**config.mk**
```make
export PLATFORM = sky130hd
export DESIGN_NAME = tcb_rsp_pipe
export DESIGN_NICKNAME = d
export VERILOG_FILES = /design/src/source/tcb_pkg.sv /design/src/source/tcb_rsp_pipe.sv
export VERILOG_INCLUDE_DIRS = /design/src /design/src/source
export SDC_FILE = /design/constraint.sdc
export NUM_CORES = 1
export LEC_CHECK = 0
export BUFFER_PORTS_ARGS = -buffer_cell sky130_fd_sc_hd__buf_2
export CAP_MARGIN = 25
export CORE_MARGIN = 2
export CORE_UTILIZATION = 40
export DETAILED_ROUTE_END_ITERATION = 16
export PLACE_DENSITY = 0.65
export SKIP_CTS_REPAIR_TIMING = 1
export SYNTH_ARGS = -nofsm -noshare
export SYNTH_HDL_FRONTEND = slang
export SYNTH_SLANG_ARGS = --single-unit
```
**constraint.sdc**
```tcl
create_clock -name bus -period 0.8 [get_ports bus]
set_input_delay 0.12 -clock bus [delete_from_list [all_inputs] [get_ports bus]]
set_output_delay 0.12 -clock bus [all_outputs]
set_load 0.01 [all_outputs]
```
**src/source/tcb_defs.svh**
```systemverilog
`ifndef TCB_DEFS_SVH
`define TCB_DEFS_SVH

//////////////////////////////////////////////////////////////////////
// bus geometry
//////////////////////////////////////////////////////////////////////

// data bus width in bits
`define TCB_DAT_W 32
// one enable per data byte
`define TCB_BEN_W (`TCB_DAT_W/8)
// byte address width
`define TCB_ADR_W 16

//////////////////////////////////////////////////////////////////////
// subordinate defaults
//////////////////////////////////////////////////////////////////////

// memory size in words
`define TCB_MEM_DEPTH 256
// wait states before rdy
`define TCB_WAIT 1
// response delay in clock edges, counted from the transfer edge
`define TCB_DLY 2

`endif

```
**src/source/tcb_pkg.sv**
```systemverilog
`include "tcb_defs.svh"

package tcb_pkg;

  ////////////////////////////////////////////////////////////////////
  // request from the input side
  ////////////////////////////////////////////////////////////////////

  typedef struct packed {
    // write enable, read otherwise
    logic                  wen;
    // byte address
    logic [`TCB_ADR_W-1:0] adr;
    // byte enables
    logic [`TCB_BEN_W-1:0] ben;
    // write data
    logic [`TCB_DAT_W-1:0] wdt;
  } tcb_req_t;

  ////////////////////////////////////////////////////////////////////
  // response through the delay line
  ////////////////////////////////////////////////////////////////////

  typedef struct packed {
    // read data, zero on writes and errors
    logic [`TCB_DAT_W-1:0] rdt;
    // bad address
    logic                  err;
  } tcb_rsp_t;

  // 53 bit request, 33 bit response
  // with the default geometry

endpackage

```
**src/source/tcb_rsp_pipe.sv**
```systemverilog
`timescale 1ns/1ps
`include "tcb_defs.svh"

module tcb_rsp_pipe
  import tcb_pkg::*;
#(
  // response delay in clock edges, at least 1
  parameter int unsigned DLY = `TCB_DLY
)(
  input  logic                  bus,
  input  logic                  arst_n,
  // response from the memory
  input  logic                  stb,
  input  tcb_rsp_t              rsp,
  // delayed response to the manager
  output logic [`TCB_DAT_W-1:0] rdt,
  output logic                  err
);

  //////////////////////////////////////////////////////////////////////
  // delay line
  //////////////////////////////////////////////////////////////////////

  // one stage per edge, so DLY responses in flight
  tcb_rsp_t dly_q [0:DLY-1];

  always_ff @(posedge bus or negedge arst_n) begin
    if (!arst_n) begin
      // outputs read zero after reset
      for (int i = 0; i < DLY; i++) begin
        dly_q[i] <= '0;
      end
    end else begin
      // idle cycles push a zero response
      if (stb) begin
        dly_q[0] <= rsp;
      end else begin
        dly_q[0] <= '0;
      end
      // shift toward the output
      for (int i = 1; i < DLY; i++) begin
        dly_q[i] <= dly_q[i-1];
      end
    end
  end

  //////////////////////////////////////////////////////////////////////
  // outputs
  //////////////////////////////////////////////////////////////////////

  // last stage straight to the bus
  assign rdt = dly_q[DLY-1].rdt;
  assign err = dly_q[DLY-1].err;

  //////////////////////////////////////////////////////////////////////
  // checks
  //////////////////////////////////////////////////////////////////////

  // error responses carry no data, set by the memory DLY edges back
  a_err_zero: assert property (
    @(posedge bus) disable iff (!arst_n) err |-> (rdt == '0)
  ) else $error("err high with rdt %h", rdt);

endmodule

```
==> impl_results.rst <==
.. list-table::
   :header-rows: 1

   * - Metric
     - Value
   * - Ports placed on the boundary
     - 69
   * - Post-Syn Nets
     - 170
   * - Headroom to the max-slew limit
     - 86.9%
   * - Required time of the critical path
     - 0.68 ns
   * - Worst-case setup margin in the final layout
     - -0.151 ns
   * - Pwr dens
     - 2420 nW/um2
   * - Total Routed Length
     - 2970 um
   * - Startpoint of the most critical hold path
     - rsp[15]
   * - Violated checks
     - negative setup slack
   * - Port Buf Inserts
     - 68
   * - Chip height
     - 77.4 um
   * - Floorplan die area
     - 5990 um2
   * - Worst path top cell family by delay
     - flip-flops
   * - Number of buffer and inverter instances along the worst setup path
     - 1
   * - Total Negative Setup Slacks
     - -4.24 ns
   * - Slowest-stage cell, CP
     - dfrtp_1
   * - Global-route met3 utilization
     - 4.19%
   * - Tmin final
     - 0.951 ns
   * - Total CTS buffers
     - 9
   * - First-pass GRT wire length
     - 4870 um
   * - H-tree depth
     - 3
   * - Cell count after synthesis
     - 134
   * - Startpoint of the worst register-to-register path
     - dly_q[34]$_DFF_PN0_
   * - Overall Global Routing Usage
     - 11.2%
   * - Post-Syn Area
     - 2150 um2
   * - Clock latency reported for the late side of the worst-skew pair
     - 0.32 ns
   * - Residual antenna-violating net count after detailed routing
     - 0
   * - Start point of the critical path
     - rdt[28]$_DFF_PN0_
   * - Proportion of synthesized chip area in sequential cells
     - 76.7%
   * - Global route hottest layer
     - met2
   * - Worst-case clock skew
     - 0.00420 ns
   * - CP max stage delay
     - 0.37 ns
   * - Detail Placement HPWL
     - 2100 um
   * - # rows
     - 26
   * - Max-cap check violation count
     - 0
   * - Initial antenna violation count
     - 0
   * - Horizontal die dimension
     - 77.4 um
   * - Clock transition time at the flip-flop clock pins of the worst setup and hold paths
     - 0.07 ns
   * - Largest net degree at the start of global routing
     - 38
   * - Clk sink count
     - 66
   * - Number of global-route vias before repair
     - 1092
   * - Starting density of the core
     - 41.9%
   * - Met2 layer usage reported by global route
     - 17.2%
   * - Final #Nets
     - 218
   * - Total setup violations reported at the end of the flow
     - 33
   * - Highest net fanout along the worst path
     - 1
   * - Part of the cycle the worst path needs
     - 119%
   * - Critical setup path kind
     - reg -> out
   * - Path class of the lowest-slack min-delay path
     - in -> reg
   * - Sort of element at the end of the critical path
     - output pin
   * - Clock tree from TritonCTS
     - built
   * - Setup repair after global routing missed its margin
     - true
   * - Routed wirelength normalized by instance count
     - 11.6 um
   * - Post-Synthesis Mean Instance Area
     - 16.1 um2
   * - Slew of the pin with the lowest slew margin
     - 0.197 ns
   * - Max Clk Rate
     - 1050 MHz
   * - CTS Root Cell
     - clkbuf_8
   * - Starting DRC count in detailed routing
     - 34
   * - Data arrival time of the worst path
     - 0.83 ns
   * - DRC
     - 0
   * - Global route overflow
     - 0
   * - RePlAce Congestion
     - 0.650
   * - Highest ir drop seen on vdd
     - 1110 uV
   * - Final hold violations
     - 0
   * - Maximum count of clock buffers along a single path
     - 2
   * - Mean number of vias per cell
     - 3.86
   * - Worst Setup Slack post-DPL
     - 0.104 ns
   * - Proportion of layout cells with a drive suffix above 1
     - 63.6%
   * - Type of origin of the critical path
     - flop
   * - Number of vias in the routed layout
     - 992
   * - Area delta synth->final
     - 19.8%
   * - Cells along the critical path
     - buf_2
   * - Status
     - finished with violations
   * - Post-synthesis register bit count
     - 66
   * - Inserted Diodes
     - 0
   * - Synth cell types
     - 4
   * - Total of warnings raised by yosys
     - 0
   * - M1 GR Usage
     - 12.8%
   * - Final max-slew violation count
     - 0
   * - DR pass1 iterations
     - 4
   * - Leakage component of the power
     - 1.38 nW
   * - Area of the placeable core
     - 5140 um2
[Yosys cell counts]
library cell / n / area (um2)
and2_2: 33 / 248
clkbuf_2: 3 / 15.0
dfrtp_1: 66 / 1650
buf_4: 32 / 240
[cell usage in the layout (no fill, tap or decap)]
cell / instances
dfrtp_1: 66
buf_2: 66
and2_2: 33
clkbuf_8: 10
clkinv_2: 3
buf_12: 3
clkinvlp_4: 2
buf_6: 2
clkbuf_1: 1
dlygate4sd3_1: 1
[routing by layer]
layer	part of all wire (%)	wire length [um]	up-vias
li1	-	-	468
met1	39	1160	472
met2	50	1490	45
met3	7.8	232	7
met4	2.8	82	0
met5	0	0	-
[where the power goes]
part	internal [mW]	total, mW	switching (mW)
logic	0.213	0.410	0.197
registers	3.51	3.55	0.0419
clock network	1.19	2.29	1.10
total	4.91	6.25	1.34
[through the flow]
stage               instance area [um2]  util [%]  power, mW  hold slack, ns  cells
floorplan                          2150         -       3.85          -0.176    134
global placement                   2390      46.4       4.00           0.118    240
detailed placement                 2390      46.4       4.02           0.128    240
CTS                                2560      49.8       6.34          -0.225    256
global route                       2580      50.2       6.56         0.00591    257
finish                             2580      50.2       6.25          0.0202    257
[sequential cells by signal (all words and copies together), names as in the netlist]
signal / count
dly_q: 33
err: 1
rdt: 32
[logic make-up after synthesis]
| family | share of synthesized area (%) |
|---|---|
| buffers and inverters | 11.8 |
| DFF | 76.7 |
| and+or+nand+nor | 11.5 |
[final timing paths]
| kind | to | slack (ns) | cells after the start |
|---|---|---|---|
| min in group asynchronous | rdt[10]$_DFF_PN0_ | 0.33 | 3 |
| worst min register to register | rdt[3]$_DFF_PN0_ | 0.35 | 0 |
| max in group asynchronous | dly_q[40]$_DFF_PN0_ | 0.27 | 3 |
| worst min-delay path | dly_q[48]$_DFF_PN0_ | 0.02 | 2 |
| worst max register to register | rdt[0]$_DFF_PN0_ | 0.32 | 0 |
| worst max-delay path | rdt[28] | -0.15 | 1 |
[layout make-up]
class | count | area, um2
repair buffers | 72 | 423
well taps | 70 | 87.6
flip-flops and latches | 66 | 1650
clock buffers | 11 | 141
multi-input cells | 33 | 248
fillers | 476 | 2560
clock inverters | 5 | 30.0
Power figures use the tool's default switching activity.
